==> src/eeprom_defs.svh <==
`ifndef EEPROM_DEFS_SVH
`define EEPROM_DEFS_SVH

// device type code, upper nibble of every control byte
`define EE_DEV_CODE 4'b1010

// 2 KB array, bits 10..8 ride in the control byte
`define EE_ADDR_W 11

`define EE_DATA_W 8

// CLK cycles per quarter of an SCL period, 1 or more
`define EE_QTR_CLKS 2

`endif

==> src/eeprom_pkg.sv <==
`default_nettype none

package eeprom_pkg;

    // operation handed from the sequencer to the bit engine
    // OP_START doubles as the repeated start
    typedef enum logic [1:0] {
        OP_START = 2'd0,
        OP_STOP  = 2'd1,
        OP_WRITE = 2'd2,  // 8 data bits out, ack bit in
        OP_READ  = 2'd3   // 8 data bits in, ack bit out
    } bit_op_t;

endpackage

`default_nettype wire

==> src/eeprom_sequencer.sv <==
`timescale 1ns/1ps
`default_nettype none
`include "eeprom_defs.svh"

module eeprom_sequencer
    import eeprom_pkg::*;
(
    input  logic                  CLK,
    input  logic                  RESET,
    input  logic                  wr,
    input  logic                  rd,
    input  logic [`EE_ADDR_W-1:0] addr,
    input  logic [`EE_DATA_W-1:0] wdata,
    output logic [`EE_DATA_W-1:0] rdata,
    output logic                  busy,
    output logic                  done,
    output logic                  nack,
    output logic                  op_valid,
    output bit_op_t               op,
    output logic [`EE_DATA_W-1:0] tx_byte,
    output logic                  master_ack,
    input  logic                  op_done,
    input  logic [`EE_DATA_W-1:0] rx_byte,
    input  logic                  slave_ack
);

    typedef enum logic [3:0] {
        S_IDLE,
        S_START,
        S_CTRL_W,
        S_ADDR,
        S_DATA_W,
        S_RESTART,
        S_CTRL_R,
        S_DATA_R,
        S_STOP,
        S_FINISH
    } state_t;

    state_t                state;
    state_t                state_n;
    logic [`EE_ADDR_W-1:0] addr_q;
    logic [`EE_DATA_W-1:0] wdata_q;
    logic [`EE_DATA_W-1:0] rx_hold;
    logic                  rd_q;
    logic                  accept;
    logic                  ack_state;  // states that expect a slave ack

    function automatic bit_op_t op_of(input state_t s);
        case (s)
            S_START, S_RESTART: return OP_START;
            S_STOP:             return OP_STOP;
            S_DATA_R:           return OP_READ;
            default:            return OP_WRITE;
        endcase
    endfunction

    function automatic logic needs_op(input state_t s);
        return !(s inside {S_IDLE, S_FINISH});
    endfunction

    function automatic logic [`EE_DATA_W-1:0] byte_of(input state_t s);
        case (s)
            S_CTRL_W: return {`EE_DEV_CODE, addr_q[`EE_ADDR_W-1:8], 1'b0};
            S_ADDR:   return addr_q[7:0];
            S_CTRL_R: return {`EE_DEV_CODE, addr_q[`EE_ADDR_W-1:8], 1'b1};
            default:  return wdata_q;
        endcase
    endfunction

    assign accept     = (state == S_IDLE) && (wr || rd);
    assign ack_state  = state inside {S_CTRL_W, S_ADDR, S_DATA_W, S_CTRL_R};
    assign busy       = (state != S_IDLE);
    assign master_ack = 1'b1;  // single byte read ends in nack

    always_comb
    begin
        state_n = state;
        case (state)
            S_IDLE:
                if (wr || rd)
                    state_n = S_START;
            S_START:
                if (op_done)
                    state_n = S_CTRL_W;
            S_CTRL_W:
                if (op_done)
                    state_n = slave_ack ? S_STOP : S_ADDR;
            S_ADDR:
                if (op_done)
                begin
                    if (slave_ack)
                        state_n = S_STOP;
                    else
                        state_n = rd_q ? S_RESTART : S_DATA_W;
                end
            S_DATA_W:
                if (op_done)
                    state_n = S_STOP;
            S_RESTART:
                if (op_done)
                    state_n = S_CTRL_R;
            S_CTRL_R:
                if (op_done)
                    state_n = slave_ack ? S_STOP : S_DATA_R;
            S_DATA_R:
                if (op_done)
                    state_n = S_STOP;
            S_STOP:
                if (op_done)
                    state_n = S_FINISH;
            default:
                state_n = S_IDLE;
        endcase
    end

    always_ff @(posedge CLK)
    begin
        if (RESET)
        begin
            state    <= S_IDLE;
            op_valid <= 1'b0;
            done     <= 1'b0;
            nack     <= 1'b0;
        end
        else
        begin
            state    <= state_n;
            op_valid <= (state_n != state) && needs_op(state_n);  // one op per state
            done     <= (state == S_STOP) && op_done;
            if (accept)
                nack <= 1'b0;
            else if (op_done && ack_state && slave_ack)
                nack <= 1'b1;
        end
    end

    always_ff @(posedge CLK)
    begin
        if (accept)
        begin
            addr_q  <= addr;
            wdata_q <= wdata;
            rd_q    <= !wr;  // write wins a tie
        end
        if (state_n != state)
        begin
            op      <= op_of(state_n);
            tx_byte <= byte_of(state_n);
        end
        if (state == S_DATA_R && op_done)
            rx_hold <= rx_byte;
        if (state == S_STOP && op_done && rd_q && !nack)
            rdata <= rx_hold;  // lands with done
    end

    // engine has no back-pressure, one op in flight at a time
    a_op_spacing: assert property (@(posedge CLK) disable iff (RESET)
        op_valid |=> (!op_valid until op_done));

    a_done_idle_engine: assert property (@(posedge CLK) disable iff (RESET)
        !(done && op_valid));

endmodule

`default_nettype wire

==> config.mk <==
export PLATFORM = sky130hd
export DESIGN_NAME = eeprom_sequencer
export DESIGN_NICKNAME = d
export VERILOG_FILES = /design/src/eeprom_pkg.sv /design/src/eeprom_sequencer.sv
export VERILOG_INCLUDE_DIRS = /design/src
export SDC_FILE = /design/constraint.sdc
export NUM_CORES = 1
export LEC_CHECK = 0
export ABC_CLOCK_PERIOD_IN_PS = 3600
export BUFFER_PORTS_ARGS = -buffer_cell sky130_fd_sc_hd__buf_2
export CAP_MARGIN = 20
export CORE_MARGIN = 2
export CORE_UTILIZATION = 55
export DETAILED_ROUTE_END_ITERATION = 10
export GPL_TIMING_DRIVEN = 0
export PLACE_DENSITY = 0.91
export SLEW_MARGIN = 0
export SYNTH_ARGS = -nofsm -noshare
export SYNTH_HDL_FRONTEND = slang
export SYNTH_SLANG_ARGS = --single-unit
==> constraint.sdc <==
create_clock -name CLK -period 3.6 [get_ports CLK]
set_input_delay 0.18 -clock CLK [delete_from_list [all_inputs] [get_ports CLK]]
set_output_delay 0.18 -clock CLK [all_outputs]
set_load 0.03 [all_outputs]
; ---- Yosys cells after proc, flatten, opt, wreduce, memory -nomap -nowiden
; Cells that the tools add are included.
[totals]
reg_bits = 53
latch_bits = 0
mem_bits_rw = 0
rom_bits = 0
inputBits = 33
out_inout_bits = 23
memories = 0
[classes]
add_sub_neg = 0
mul = 0
div_mod_pow = 0
n_lt_le_gt_ge = 0
eq_ne = 17
n_shift = 0
n_mux = 15
n_bitwise = 0
reduce_logical = 20
[ops]
columns = op, n
row1 = 4-bit 2-to-1 mux, 11
row2 = 4-bit one-hot mux with 8 select lines, 1
row3 = "4-bit by 3-bit equality test with 1-bit output, second input constant", 7
row4 = 8-bit one-hot mux with 3 select lines, 1
row5 = "4-bit by 2-bit equality test with 1-bit output, second input constant", 4
row6 = "4-bit equality test, second input constant", 3
row7 = "4-bit by 1-bit equality test with 1-bit output, second input constant", 2
row8 = 1-bit logical AND, 8
row9 = 4-bit zero test, 2
row10 = 4-bit nonzero test, 2
row11 = 2-bit one-hot mux with 3 select lines, 1
row12 = 2-bit OR reduction, 3
row13 = 4-bit != test, 1
row14 = 1-bit zero test, 3
row15 = 2-bit nonzero test, 1
row16 = 1-bit logical OR, 1
row17 = 1-bit 2-to-1 mux, 1

; ---- Longest topological paths before layout
[depth]
word_depth = 8
depth_mapped = 9
depth_no_buf = 6

; ---- Worst setup path after synthesis
; No wires, ideal clock.
[synth_path]
kind = reg2reg
from = register state[2]
to = register op[0] (enable)
setup_ns = 0.317
t_arrival_ns = 2.204
t_required_ns = 3.283
slack_ns = 1.079
stages_incl_launch_ff = 9
n_path_buf = 2
period_less_slack_ns = 2.521
cell_sequence = dfxtp_1 -> buf_6 -> or4_4 -> nor2_4 -> a311o_1 -> or2_1 -> buf_6 -> xnor2_1 -> nand2_1
[synth_via]
elab_chain_len = 4
[synth_rtl]
columns = item, line
row1 = start: declaration, eeprom_sequencer.sv:40  ; state_t state;
row2 = start signal: assignment, eeprom_sequencer.sv:128  ; state <= state_n;
row3 = 4-bit by 3-bit equality test with 1-bit output, eeprom_sequencer.sv:79  ; case (state)
row4 = 2-bit OR reduction (no source line), n/a
row5 = 4-bit one-hot mux with 8 select lines, eeprom_sequencer.sv:79
row6 = 4-bit != test *, eeprom_sequencer.sv:146  ; if (state_n != state)
row7 = end signal: assignment, eeprom_sequencer.sv:148  ; op <= op_of(state_n);
row8 = end: declaration, eeprom_sequencer.sv:19  ; output bit_op_t op,
; Mark *: on every way between the ends. The rest lies on a longest branch, timed or not.
; A chain may end at the register's enable or synchronous reset.

; ---- Final worst setup path
[layout_path]
from = register state[2]
to = register tx_byte[7] (enable)
[layout_via]
elab_chain_len = 4
[layout_rtl]
columns = item, line
row1 = 4-bit by 3-bit equality test with 1-bit output, eeprom_sequencer.sv:79
row2 = 2-bit OR reduction (no source line), n/a
row3 = 4-bit one-hot mux with 8 select lines, eeprom_sequencer.sv:79
row4 = 4-bit != test *, eeprom_sequencer.sv:146
row5 = end signal: assignment, eeprom_sequencer.sv:149  ; tx_byte <= byte_of(state_n);
row6 = end: declaration, eeprom_sequencer.sv:20  ; output logic [`EE_DATA_W-1:0] tx_byte,
; Marks and branches as above.

==> results.json <==
{
  "gp_congestion": 0.930,
  "synth_edf_count": 46,
  "vias": 1367,
  "htree_levels": 2,
  "dr.pass1.iters": 4,
  "ys_seq_elements": 53,
  "synth_cells": 144,
  "cts_tree": "yes",
  "wl_per_cell_um": 14.2,
  "port_buffers": 53,
  "nets": 237,
  "cts_buffers": 5,
  "cap_violations": 0,
  "synth_warnings": 0,
  "drive_gt1_share_pct": 35.1,
  "slew_headroom_pct": 26.5,
  "async_flop_share_pct": 0,
  "cp.required_ns": 3.57,
  "p_leak_nw": 0.975,
  "crit_arrival_ns": 2.69,
  "num_antenna_cells": 0,
  "finalCriticalPeriod_ns": 2.73,
  "final.setup.tns_ns": 0,
  "finalHoldViolCount": 0,
  "ctsResizeCount": 0,
  "placed_area_um2": 2410,
  "grt_overflow": 0,
  "cp-start-kind": "flip-flop",
  "syn-mean-instance-area_um2": 14.5,
  "crit_type": "flip-flop to flip-flop",
  "syn_area_um2": 2080,
  "cts.sinks": 53,
  "grt_pass1_vias": 1270,
  "synth_top_flop_cell": "edfxtp_1",
  "clockRootBuffer": "clkbuf_8",
  "p_per_area_nw_per_um2": 554,
  "dr.first_iter.drc_count": 113,
  "wirelength_mm": 3.60,
  "r2r_setup_slack_ns": 0.87,
  "cts.path.max_buffers": 2,
  "dieHeight_um": 65.6,
  "rows": 22,
  "grt_pass1_wl_mm": 5.58,
  "start_util_pct": 56.9,
  "path_max_fanout": 22,
  "holdWs_ns": 0.0467,
  "die_x_um": 65.6,
  "finalCritPeriodShare_pct": 75.7,
  "grt_setup_unrepaired": "false",
  "peakVddDrop_v": 0.000318,
  "worst_setup_path_end_kind": "flip-flop",
  "antenna_found_initial": 0,
  "path_clk_slew_ns": 0.08,
  "outcome": "completed",
  "cts_setup_buffers": 0,
  "setup_viol": 0,
  "grt_use_total_pct": 18.1,
  "grt_start_max_net_pins": 23,
  "area_delta_synth_final_pct": 19.5,
  "hold_buffers": 0,
  "vias_per_cell": 5.40,
  "ys_types": 40,
  "skew_ns": 0.00430,
  "drv_slew": 0,
  "yosysSeqAreaShare_pct": 73.0,
  "core_area_um2": 3660,
  "syn_nets": 177,
  "drc_errors": 0,
  "fmax_mhz": 367,
  "die_area_um2": 4300,
  "hold_path_class": "primary input to flip-flop",
  "num_io_pins": 56,
  "design_area_um2": 2490,
  "worstMarginPinSlew_ns": 1.10,
  "insertion_delay_ns": 0.30,
  "drtAntennaViolNets": 0,
  "hpwl_mm": 2.67
}
-- sequential cells by signal (all words and copies together) (netlist names) --
signal / cells
done: 1
op: 2
rx_hold: 8
tx_byte: 8
state: 4
op_valid: 1
nack: 1
rdata: 8
addr_q: 11
wdata_q: 8
rd_q: 1
-- synth_stat cells, types with 2 or more instances --
cell | n | area [um^2]
edfxtp_1 | 46 | 1380
buf_6 | 2 | 22.5
o22a_1 | 2 | 17.5
a21oi_2 | 3 | 26.3
a21oi_1 | 2 | 10.0
xnor2_1 | 3 | 26.3
dfxtp_1 | 7 | 140
nand2b_1 | 4 | 25.0
clkbuf_1 | 2 | 7.51
o2bb2ai_1 | 2 | 17.5
nor3b_1 | 3 | 22.5
or3_1 | 2 | 12.5
nor2_1 | 10 | 37.5
o22ai_1 | 4 | 25.0
inv_1 | 5 | 18.8
a2bb2oi_1 | 3 | 26.3
nand2_1 | 10 | 37.5
and3_1 | 2 | 12.5
o21ai_0 | 6 | 30.0
nor2b_1 | 3 | 18.8
nor3_1 | 3 | 15.0
o31ai_1 | 2 | 15.0
-- worst max-delay path, stage by stage, from the launching register on --
cell and delay, ns:
dfxtp_1 0.32, buf_6 0.13, or4_4 0.55, nor2_4 0.51
a311o_1 0.22, or2_1 0.12, buf_6 0.12, xnor2_1 0.13
nand2_1 0.29
-- logic make-up after synthesis --
kind of cell | after synthesis | synth area share [%]
AO/OA/AOI/OAI | 29 | 10.0
flip-flops | 53 | 73.0
AND/OR/NAND/NOR | 45 | 11.7
other | 1 | 0.180
buffers and inverters | 13 | 3.84
XOR/XNOR | 3 | 1.26
-- metal layers --
metal / wire (um) / vias to the layer above / GRT usage, % / part of all wire, %
met5: 0 / - / 0 / 0
met4: 93 / 0 / 6.77 / 2.6
met3: 272 / 12 / 5.14 / 7.6
met2: 1760 / 67 / 32.4 / 49
met1: 1480 / 634 / 20.5 / 41
li1: - / 654 / - / -
-- area by class of cell --
type	count	area (um^2)
buffer	7	57.6
multi-input combinational	78	483
inverter	6	22.5
fill	270	1170
tap	48	60.1
clock inverter	3	12.5
timing repair buffer	53	265
sequential	53	1520
clock buffer	5	68.8
-- power breakdown --
group          switching [mW]  internal, mW
combinational           0.200        0.0983
sequential             0.0215         0.756
clock                   0.172         0.131
-- layout by cell type, fill, tap and decap left out, types with 2 or more instances in the layout --
cell,instances
clkbuf_8,5
o2bb2ai_1,2
buf_6,2
o31ai_1,2
o22ai_1,4
nor3_1,3
inv_1,5
edfxtp_1,46
and3_1,2
a21oi_2,3
nor2b_1,3
nor2_1,10
a21oi_1,2
nand2_1,10
clkinv_1,2
dfxtp_1,7
or3_1,2
nand2b_1,4
nor3b_1,3
o22a_1,2
o21ai_0,6
buf_2,54
a2bb2oi_1,3
xnor2_1,3
clkbuf_1,2
-- stage by stage --
step	cells	util (%)	total power, mW	worst slack, ns
2_1_floorplan	144	-	1.00	1.08
3_3_place_gp	245	65.8	1.08	0.902
3_5_place_dp	245	65.8	1.09	0.870
4_1_cts	253	68.0	1.39	0.854
5_1_grt	253	68.0	1.44	0.647
6_report	253	68.0	1.38	0.874
-- path summary, 6_finish.rpt --
path                    from         end  cells past startpoint
setup / recovery    state[2]  tx_byte[7]                      8
hold / removal      wdata[1]  wdata_q[1]                      1
hold reg to reg   rx_hold[5]    rdata[5]                      0
setup reg to reg    state[2]  tx_byte[7]                      8
(Power assumes the default switching activity.)
