$ cat src/eeprom_defs.svh
`ifndef EEPROM_DEFS_SVH
`define EEPROM_DEFS_SVH

// device type code, upper nibble of every control byte
`define EE_DEV_CODE 4'b1010

// 2 KB array, bits 10..8 ride in the control byte
`define EE_ADDR_W 11

`define EE_DATA_W 8

// CLK cycles per quarter of an SCL period, 1 or more
`define EE_QTR_CLKS 2

`endif

$ cat src/eeprom_pkg.sv
`default_nettype none

package eeprom_pkg;

    // operation handed from the sequencer to the bit engine
    // OP_START doubles as the repeated start
    typedef enum logic [1:0] {
        OP_START = 2'd0,
        OP_STOP  = 2'd1,
        OP_WRITE = 2'd2,  // 8 data bits out, ack bit in
        OP_READ  = 2'd3   // 8 data bits in, ack bit out
    } bit_op_t;

endpackage

`default_nettype wire

$ cat src/i2c_bit_engine.sv
`timescale 1ns/1ps
`default_nettype none
`include "eeprom_defs.svh"

module i2c_bit_engine
    import eeprom_pkg::*;
(
    input  logic                  CLK,
    input  logic                  RESET,
    input  logic                  op_valid,
    input  bit_op_t               op,
    input  logic [`EE_DATA_W-1:0] tx_byte,
    input  logic                  master_ack,
    output logic                  op_done,
    output logic [`EE_DATA_W-1:0] rx_byte,
    output logic                  slave_ack,
    output logic                  scl,
    output logic                  sda_low,
    input  logic                  sda_in
);

    localparam int QW = (`EE_QTR_CLKS > 1) ? $clog2(`EE_QTR_CLKS) : 1;
    localparam logic [3:0] ACK_BIT = 4'(`EE_DATA_W);  // ninth slot of a byte

    logic                  run;
    logic [QW-1:0]         qcnt;
    logic [1:0]            q;       // quarter index within the slot
    logic [3:0]            bitcnt;
    logic [`EE_DATA_W-1:0] shift_q;
    logic                  mack_q;
    bit_op_t               op_q;
    bit_op_t               op_c;
    logic                  qend;
    logic                  last_slot;
    logic                  finish;
    logic                  step;    // entering a new quarter
    logic [1:0]            nq;
    logic [3:0]            nb;
    logic                  scl_n;
    logic                  sda_n;

    assign op_c      = run ? op_q : op;
    assign qend      = (qcnt == QW'(`EE_QTR_CLKS - 1));
    assign last_slot = (op_q == OP_WRITE || op_q == OP_READ) ? (bitcnt == ACK_BIT)
                                                             : (bitcnt == 4'd0);
    assign finish    = run && qend && (q == 2'd3) && last_slot;
    assign rx_byte   = shift_q;

    always_comb
    begin
        step = 1'b0;
        nq   = q;
        nb   = bitcnt;
        if (op_valid && !run)
        begin
            step = 1'b1;
            nq   = 2'd0;
            nb   = 4'd0;
        end
        else if (run && qend && !finish)
        begin
            step = 1'b1;
            if (q == 2'd3)
            begin
                nq = 2'd0;
                nb = bitcnt + 4'd1;
            end
            else
                nq = q + 2'd1;
        end
    end

    // line levels for the quarter being entered
    always_comb
    begin
        scl_n = nq[1];
        sda_n = sda_low;
        case (op_c)
            OP_START:
            begin
                scl_n = (nq != 2'd0);
                if (nq == 2'd0)
                    sda_n = 1'b0;      // release while scl low
                else if (nq == 2'd2)
                    sda_n = 1'b1;      // falling sda, scl high
            end
            OP_STOP:
            begin
                if (nq == 2'd1)
                    sda_n = 1'b1;
                else if (nq == 2'd3)
                    sda_n = 1'b0;      // rising sda, scl high
            end
            OP_WRITE:
                if (nq == 2'd1)
                    sda_n = (nb == ACK_BIT) ? 1'b0 : ~shift_q[`EE_DATA_W-1];
            default:
                if (nq == 2'd1)
                    sda_n = (nb == ACK_BIT) ? ~mack_q : 1'b0;
        endcase
    end

    always_ff @(posedge CLK)
    begin
        if (RESET)
        begin
            run     <= 1'b0;
            qcnt    <= '0;
            q       <= 2'd0;
            bitcnt  <= 4'd0;
            op_q    <= OP_STOP;
            op_done <= 1'b0;
            scl     <= 1'b1;
            sda_low <= 1'b0;
        end
        else
        begin
            op_done <= finish;
            if (op_valid && !run)
            begin
                run  <= 1'b1;
                op_q <= op;
            end
            else if (finish)
                run <= 1'b0;

            if (run && !qend)
                qcnt <= qcnt + 1'b1;
            else
                qcnt <= '0;

            if (step)
            begin
                q       <= nq;
                bitcnt  <= nb;
                scl     <= scl_n;
                sda_low <= sda_n;
            end
        end
    end

    // data path, msb first
    always_ff @(posedge CLK)
    begin
        if (op_valid && !run)
        begin
            shift_q <= tx_byte;
            mack_q  <= master_ack;
        end
        else if (step)
        begin
            if (op_q == OP_WRITE && nq == 2'd1 && nb != ACK_BIT)
                shift_q <= {shift_q[`EE_DATA_W-2:0], 1'b0};
            if (op_q == OP_READ && nq == 2'd2 && nb != ACK_BIT)
                shift_q <= {shift_q[`EE_DATA_W-2:0], sda_in};
            if (op_q == OP_WRITE && nq == 2'd2 && nb == ACK_BIT)
                slave_ack <= sda_in;   // high means no ack
        end
    end

    // data may only move under a high clock for start and stop conditions
    a_sda_under_scl: assert property (@(posedge CLK) disable iff (RESET)
        (scl && $past(scl) && $changed(sda_low)) |-> (op_q inside {OP_START, OP_STOP}));

    a_no_overlap: assert property (@(posedge CLK) disable iff (RESET)
        op_valid |-> !run);

endmodule

`default_nettype wire

$ cat config.mk
export PLATFORM = sky130hd
export DESIGN_NAME = i2c_bit_engine
export DESIGN_NICKNAME = d
export VERILOG_FILES = /design/src/eeprom_pkg.sv /design/src/i2c_bit_engine.sv
export VERILOG_INCLUDE_DIRS = /design/src
export SDC_FILE = /design/constraint.sdc
export NUM_CORES = 1
export LEC_CHECK = 0
export BUFFER_PORTS_ARGS = -buffer_cell sky130_fd_sc_hd__clkbuf_2
export CORE_ASPECT_RATIO = 1.75
export CORE_MARGIN = 3
export CORE_UTILIZATION = 30
export CTS_BUF_LIST = sky130_fd_sc_hd__clkbuf_4
export DETAILED_ROUTE_END_ITERATION = 6
export PLACE_DENSITY = 0.59
export SLEW_MARGIN = 40
export SYNTH_ARGS = -nofsm -noshare
export SYNTH_HDL_FRONTEND = slang
export SYNTH_SLANG_ARGS = --single-unit
$ cat constraint.sdc
create_clock -name CLK -period 2.8 [get_ports CLK]
set_input_delay 0.84 -clock CLK [delete_from_list [all_inputs] [get_ports CLK]]
set_output_delay 0.84 -clock CLK [all_outputs]
set_load 0.02 [all_outputs]
Word-level counts from Yosys, hierarchy flattened
Cells that the tools add are included.
Storage, ports and cells
  input bits: 15
  output and inout port bits: 12
  flip-flop bits (word level): 23
Operators by class
  bitwise logic cells: 4
  multiplexer cells: 26
  add/subtract/negate cells: 3
  equal/unequal tests: 14
  reduce and logical (&&, ||, !) cells: 28
Operators by type and width (number)
  $mux 8: 4
  $mux 1: 14
  $eq 2x2->1 const B: 6
  $logic_and 1x1->1: 12
  $mux 4: 3
  $eq 4x4->1 const B: 2
  $mux 2: 4
  $ne 3x3->1 const B: 2
  $reduce_bool 2->1: 3
  $reduce_bool 3->1: 2
  $reduce_and 5->1: 1
  $add 4x1->4 const B: 1
  $eq 2x1->1 const B: 2
  $logic_not 2->1: 2
  $logic_not 4->1: 1
  $ne 4x4->1 const B: 1
  $not 1->1: 4
  $logic_not 1->1: 3
  $pmux 1 s3: 1
  $reduce_and 3->1: 1
  $add 2x1->2 const B: 1
  $ne 2x2->1 const B: 1
  $reduce_and 2->1: 1
  $reduce_or 2->1: 1
  2 further kinds: 2

Depth between registers and ports, before layout
Gate-level depths: netlist (run 1).
  depth after elaboration: 15
  gate-level depth with buffers: 8
  depth with buffers taken out: 8

Worst setup path after synthesis (run 1)
No wires, ideal clock.
  kind: input port to flip-flop
  start point: input op_valid
  end point: register shift_q[0], in the netlist rx_byte[0] (enable)
  required time: 2.471 ns
  data arrival time: 1.995 ns
  path buffers: 1
  setup slack: 0.476 ns
  stages: 6
  path through: or2b_2 -> buf_4 -> a31oi_4 -> and3_2 -> o2111ai_1 -> nand2_1
On the way
  longest elaborated chain between the ends: 7
Ends and longest elaborated chain
  from (decl): line i2c_bit_engine.sv:10  | input logic op_valid,
  $logic_and 1x1->1 *: line i2c_bit_engine.sv:54, i2c_bit_engine.sv:145
  $mux 2: line i2c_bit_engine.sv:54  | if (op_valid && !run)
  $eq 2x1->1 / $eq 2x2->1 (equally long branches): line i2c_bit_engine.sv:152, i2c_bit_engine.sv:154
  $logic_and 1x1->1, on equally long branches (2 in a row): line i2c_bit_engine.sv:152, i2c_bit_engine.sv:154
  $reduce_bool 3->1 (no line)
  $reduce_and 2->1 (no line) *
  to (signal assigned): line i2c_bit_engine.sv:147  | shift_q <= tx_byte;
  to (signal assigned): line i2c_bit_engine.sv:153  | shift_q <= {shift_q[`EE_DATA_W-2:0], 1'b0};
  to (signal assigned): line i2c_bit_engine.sv:155  | shift_q <= {shift_q[`EE_DATA_W-2:0], sda_in};
  to (decl): line i2c_bit_engine.sv:29  | logic [`EE_DATA_W-1:0] shift_q;
Mark *: on every way between the ends. The rest lies on a longest branch, timed or not.
A chain may end at the register's enable or synchronous reset.

Worst setup path in the final report (run 1)
  start point: register bitcnt[0]
  end point: register shift_q[4], in the netlist rx_byte[4] (enable)
On the way
  longest elaborated chain between the ends: 12
Ends and longest elaborated chain
  from (decl): line i2c_bit_engine.sv:28  | logic [3:0] bitcnt;
  from (signal assigned): line i2c_bit_engine.sv:135  | bitcnt <= nb;
  branches (longest 11 deep; another with $add 4x1->4)
  $reduce_and 2->1 (no line) *
Mark *: on every way between the ends.

==> summary.txt, run 1 <==
Status - completed
Slew Limit Headroom - 0.6920
Initial antenna violation count - 0
# resized after CTS - 0
CP Data Arrival Time - 2.40 ns
Die X-Extent - 55.04 um
Drt wl/cell - 13.00 um
Top Layer Used - met4
Leading post-synthesis cells by cell area - edfxtp_1, dfxtp_1, nand2_1
Most numerous cell in the Yosys netlist - nand2_1
Placeable core region - 0.003979 sq mm
Detailed-route DRC error count - 0
Unique cell type count in the Yosys netlist - 44
Die height - 91.82 um
Largest net degree at the start of global routing - 13
Setup total negative slack - 0 ns
Clk pwr share - 0.251
Mapped Cells - 139
Crit. End Element - flip-flop
FP Rows - 30
HP Class - flip-flop to flip-flop
Average vias per placed instance - 5.052
DRT antenna net count - 0
Hpwl dp - 2.156 mm
Total CTS buffers - 3
Setup crit start kind - flip-flop
MaxCap Viol Count - 0
FFs w/ async S/R, synth - 0
Slew at the pin closest to its max-slew limit - 0.4584 ns
Clock Tree Root - clkbuf_4
Final Cycle Share - 0.8615
Remaining Overflow, GRT - 0
RSZ-0062 raised after global routing - no
I/O pin total - 27
Max IR drop VDD - 0.0002137 V
Syn avg cell area - 9.082 sq um
Max-slew violations - 0
Post-synth EDFFs - 10
CP Max Fanout - 8
Sw Share - 0.2681
Metal2 WL - 1.382 mm
TritonCTS clock tree - yes
Register bit count reported by yosys - 23
IO Port Bufs - 26
Final hold vios - 0
Gpl congestion - 0.7679
WL met3 - 175 um
WP data required - 2.79 ns
Vias in the first global route - 1083
First-pass GRT wire length - 4.712 mm
Max Freq - 0.4146 GHz
Nets - 182
DR vias - 1066
Net count of the mapped netlist - 157
Tot Pwr - 0.0006469 W
NetSw - 0.0001734 W
Post-synth top area share - 0.2379
Main synth FF type - dfxtp_1
Cts hold-fix bufs - 0
WL final - 2.742 mm
Combinational share of power - 0.154
Clock transition at path regs - 0.12 ns
Clk buf depth - 2
Mapped cell area - 0.001262 sq mm
Largest area contributor in the netlist - edfxtp_1
Ys Warns - 0
Sequential share of power - 0.595
Fillcell total - 443
Clk Latency, worst-skew pair - 0.31 ns
DRT met1 WL - 1.126 mm
Max Clock Skew - 0.002533 ns
Share of layout cells above drive strength 1 - 0.2393
Synth cell count leaders - nand2_1, dfxtp_1, edfxtp_1, nor2_1, inv_1
CTS sink cnt - 23
LEAKAGE - 0.6202 nW
Post-layout util - 0.3623
Post-synthesis sequential area ratio - 0.4440
P_int - 0.0004734 W
Postcts setup bufs - 0
DRT Pass-1 Iters - 4
Iter 0 DRT Violations - 45
Pwr dens - 448.8 mW/mm^2
Die footprint - 0.005053 sq mm
Minimum clock period - 2.412 ns
Synthesis-to-layout area growth - 14.17%
Htree depth - 1
GRT Util Overall - 0.1226
Ant. Diodes - 0
Final setup viols - 0
Starting density of the core - 0.3173
Critical path type - flip-flop to flip-flop
## worst max-delay path, stage by stage, from the launching register on
cell and delay, ns:
dfxtp_1 0.47, inv_1 0.09, ha_1 0.22, nor2b_1 0.15, a31o_4 0.29, a31oi_4 0.26
and3_2 0.21, o2111ai_1 0.11, nand2_1 0.30
## cell type report
class | count | area, sq um | area share
clock buffers | 4 | 30.03 | 0.02083
inverters | 9 | 33.78 | 0.02344
multi-input cells | 99 | 611.8 | 0.4245
flip-flops and latches | 23 | 560.5 | 0.3889
well taps | 48 | 60.06 | 0.04167
repair buffers | 28 | 145.1 | 0.1007
## cell families (layout without fill, tap and decap cells)
group / count (synthesis) / after routing / synth area share
and+or+nand+nor: 62 / 62 / 0.2299
xor gates and xnor gates: 4 / 4 / 0.03370
DFF: 23 / 23 / 0.4440
muxes: 4 / 4 / 0.03469
AOI/OAI and AO/OA: 26 / 26 / 0.1566
adders and majority gates: 3 / 3 / 0.02974
buffers and inverters: 17 / 41 / 0.07134
## per-stage QoR
| stage | cell area [sq um] | cells | hold WS, ns | setup slack [ns] |
|---|---|---|---|---|
| finish | 1441 | 211 | 0.4863 | 0.3879 |
| global route | 1441 | 211 | 0.5150 | 0.2494 |
| CTS | 1441 | 211 | 0.4870 | 0.3619 |
| detailed placement | 1411 | 207 | 0.4676 | 0.2832 |
| global placement | 1411 | 207 | 0.4630 | 0.3040 |
| floorplan | 1262 | 139 | 0.4323 | 0.4762 |
## flip-flops by register name (all words and copies together) (netlist names)
register and cells:
scl 1, bitcnt 4, op_q 2, run 1, slave_ack 1, sda_low 1, rx_byte 8, mack_q 1
qcnt 1, q 2, op_done 1
## metal layers
| layer | vias to the layer above | GRT usage |
|---|---|---|
| met4 | 0 | 0.05071 |
| met2 | 36 | 0.2085 |
| met5 | - | 0 |
| met1 | 489 | 0.1436 |
| li1 | 534 | - |
| met3 | 7 | 0.02114 |
## power groups by stage
stage / Combinational, W / Sequential (W) / Clock (W)
after global placement: 0.0000979 / 0.000392 / 0
after detailed placement: 0.000101 / 0.000392 / 0
after global routing: 0.000112 / 0.000387 / 0.000183
after CTS: 0.000101 / 0.000385 / 0.000169
after floorplan: 0.0000609 / 0.000397 / 0
final: 0.0000995 / 0.000385 / 0.000163
## worst paths after layout
kind | start | slack, ns | to | cells past startpoint
max | bitcnt[0] | 0.39 | rx_byte[4] | 8
min | qcnt | 0.49 | qcnt | 1
max reg2reg | bitcnt[0] | 0.39 | rx_byte[4] | 8
min reg2reg | qcnt | 0.49 | qcnt | 1
## cells in the final DEF (no fill, tap or decap), types with 4 or more instances in the layout
master | synthesis | final
inv_1 | 9 | 9
dfxtp_1 | 13 | 13
o21ai_0 | 5 | 5
clkbuf_2 | 1 | 26
edfxtp_1 | 10 | 10
a21oi_1 | 4 | 4
nand2_1 | 30 | 30
clkbuf_4 | 0 | 4
nand3_1 | 5 | 5
nor2_1 | 10 | 10
(Power assumes the default switching activity.)
==> run 2, diff against run 1 <==
--- a/config.mk
+++ b/config.mk
@@ -6,13 +6,13 @@
 export SDC_FILE = /design/constraint.sdc
 export NUM_CORES = 1
 export LEC_CHECK = 0
+export ABC_AREA = 1
 export BUFFER_PORTS_ARGS = -buffer_cell sky130_fd_sc_hd__clkbuf_2
-export CORE_ASPECT_RATIO = 1.75
 export CORE_MARGIN = 3
-export CORE_UTILIZATION = 30
+export CORE_UTILIZATION = 55
 export CTS_BUF_LIST = sky130_fd_sc_hd__clkbuf_4
 export DETAILED_ROUTE_END_ITERATION = 6
-export PLACE_DENSITY = 0.59
+export PLACE_DENSITY = 0.91
 export SLEW_MARGIN = 40
 export SYNTH_ARGS = -nofsm -noshare
 export SYNTH_HDL_FRONTEND = slang
==> run 2 against run 1 <==
  * Clock-buffer cell count fell by 1
  * Clock power shrank 4%
  * Die area decreased by 44%
  * Highest routed layer unchanged
  * Largest cell class unchanged
  * Flip-flop and latch count is the same
  * Critical endpoint is now rx_byte[1]
==> summary.txt, run 2 <==
Starting density of the core - 0.6054
FFs w/ async S/R, synth - 0
MaxCap Viol Count - 0
Adder-Cell Fraction of Synth Area - 0.03036
Tot Pwr - 0.0006590 W
Clock transition at path regs - 0.13 ns
DR vias - 1150
Share of layout cells above drive strength 1 - 0.2296
Placeable core region - 0.002042 sq mm
Synthesis-to-layout area growth - 15.99%
Status - completed
HP Class - flip-flop to flip-flop
# resized after CTS - 0
Crit-path most repeated cell - nand2_2
Post-Synth Simple-Gate Area - 0.3947
Iter 0 DRT Violations - 26
WP buf/inv - 1
Post-layout util - 0.7022
Vias in the first global route - 1066
Total CTS buffers - 3
Hpwl dp - 2.081 mm
Ant. Diodes - 0
Ys Warns - 0
Detailed-route DRC error count - 0
Crit. End Element - flip-flop
Post-synth EDFFs - 10
Critical path type - flip-flop to flip-flop
Largest area contributor in the netlist - edfxtp_1
Largest net degree at the start of global routing - 15
Cts hold-fix bufs - 0
Place WS - 0.3140 ns
Die height - 53.41 um
Critical-path top delay cell - dfxtp_1
Xor and xnor area share after synthesis - 0
Final Cycle Share - 0.8118
DRT Pass-1 Iters - 5
Most frequent cells in the layout - nand2_1, clkbuf_2, inv_1
Clk buf depth - 2
Post-synthesis sequential area ratio - 0.4534
RSZ-0062 raised after global routing - no
Multiplexer share of the synthesized area - 0
IO Port Bufs - 26
Unique cell type count in the Yosys netlist - 23
Fillcell total - 182
Postcts setup bufs - 0
Leading post-synthesis cells by cell area - edfxtp_1, dfxtp_1, nand2_1
Drt wl/cell - 11.85 um
Post-synth top area share - 0.2429
Largest family of logic cells by synthesized area - simple AND/OR/NAND/NOR gates
Max Clock Skew - 0.007815 ns
Register bit count reported by yosys - 23
Hold Crit Endpoint - qcnt
Max-slew violations - 0
Average vias per placed instance - 5.157
Main synth FF type - dfxtp_1
Net count of the mapped netlist - 185
Setup crit start kind - flip-flop
Worst r2r src - q[0]
Final setup viols - 0
Hold depth - 1
Remaining Overflow, GRT - 0
Mapped cell area - 0.001236 sq mm
First-pass GRT wire length - 4.388 mm
DRT antenna net count - 0
Synth cell count leaders - nand2_1, inv_1, nor2_1
CP Max Fanout - 8
Most numerous cell in the Yosys netlist - nand2_1
Cell family with most CP delay - simple AND/OR/NAND/NOR gates
R2r endpoint - rx_byte[1]
Htree depth - 1
Flop-to-flop setup slack - 0.53 ns
WP data required - 2.80 ns
Most common cell after layout, fill and taps aside - nand2_1
CTS sink cnt - 23
WL final - 2.643 mm
Slew Limit Headroom - 0.6557
Gpl congestion - 0.8714
Mapped Cells - 167
Multi-input combinational cell area - 588.1 sq um
Setup total negative slack - 0 ns
Post-synthesis compound-gate area fraction - 0.05061
TritonCTS clock tree - yes
Hold path startpoint - qcnt
Final hold vios - 0
Pwr dens - 459.6 mW/mm^2
Minimum clock period - 2.273 ns
Largest register FFs - 8
Reg2Reg Depth - 13
LEAKAGE - 0.7195 nW
Cell chain of the critical path - ha_1, inv_1, nor2_4, nand3_4, nand2_4, nand2_2, nand2_2, nand2_2, nor2_2, nand3_1, o21ai_1, nand2_1, nand2_1
CP Data Arrival Time - 2.28 ns
I/O pin total - 27
Syn avg cell area - 7.402 sq um
Final setup margin - 0.5271 ns
FF+latch area - 560.5 sq um
Die X-Extent - 53.41 um
Worst path max stage delay - 0.40 ns
Clock Tree Root - clkbuf_4
Max IR drop VDD - 0.0003478 V
Die footprint - 0.002853 sq mm
Clk Latency, worst-skew pair - 0.32 ns
Initial antenna violation count - 0
FP Rows - 16
Max Freq - 0.4400 GHz
Nets - 215
GRT Util Overall - 0.2136
Slew at the pin closest to its max-slew limit - 0.5152 ns
-- run 2: cell count changes in the layout (fill, tap and decap cells not counted), sizes merged, moves of 3 or more --
cell and delta:
mux2i -4, and3 -3, nand3 +11, nor3 +6, nand2 +32, a31oi -4, o21ai -3, inv +10
nor2 +9
-- run 2: where the power goes --
| part | switching [W] | internal (W) | leakage, nW |
|---|---|---|---|
| combinational | 0.0000750 | 0.0000411 | 0.499 |
| clock | 0.000104 | 0.0000536 | 0.0177 |
| sequential | 0.0000131 | 0.000372 | 0.202 |
-- run 2: kinds of logic after synthesis --
logic type | Yosys count
simple gates | 107
buf+inv | 23
flops | 23
compound gates | 11
fa+ha+maj | 3
-- run 2: layout make-up --
cell class                      instances  share of cell area
Inverter                               19             0.04974
Multi-Input combinational cell        121              0.4101
Clock buffer                            3             0.01571
Clock inverter                          1            0.003490
Timing Repair Buffer                   29              0.1065
Sequential cell                        23              0.3909
Tap cell                               27             0.02356
-- run 2: layer usage --
layer | wire [um] | part of all wire | global-route usage
met1 | 1116 | 0.42 | 0.2443
met5 | 0 | 0 | 0
met3 | 151 | 0.057 | 0.06197
met2 | 1344 | 0.51 | 0.3673
met4 | 31 | 0.012 | 0.08511
-- run 2: worst max path at each step --
stage / startpoint / end / slack, ns / depth (start not counted)
after floorplan: op_valid / rx_byte[0] / 0.74 / 8
after CTS: q[0] / rx_byte[1] / 0.54 / 13
after global routing: q[0] / rx_byte[1] / 0.34 / 13
after global placement: op_valid / rx_byte[3] / 0.36 / 9
after detailed placement: op_valid / rx_byte[4] / 0.31 / 9
final: q[0] / rx_byte[1] / 0.53 / 13
-- run 2: through the flow --
| step | cells | area [sq um] | hold WS [ns] |
|---|---|---|---|
| 2_1_floorplan | 167 | 1236 | 0.4192 |
| 3_3_place_gp | 219 | 1406 | 0.4326 |
| 3_5_place_dp | 219 | 1406 | 0.4373 |
| 4_1_cts | 223 | 1434 | 0.4576 |
| 5_1_grt | 223 | 1434 | 0.4728 |
| 6_report | 223 | 1434 | 0.4541 |
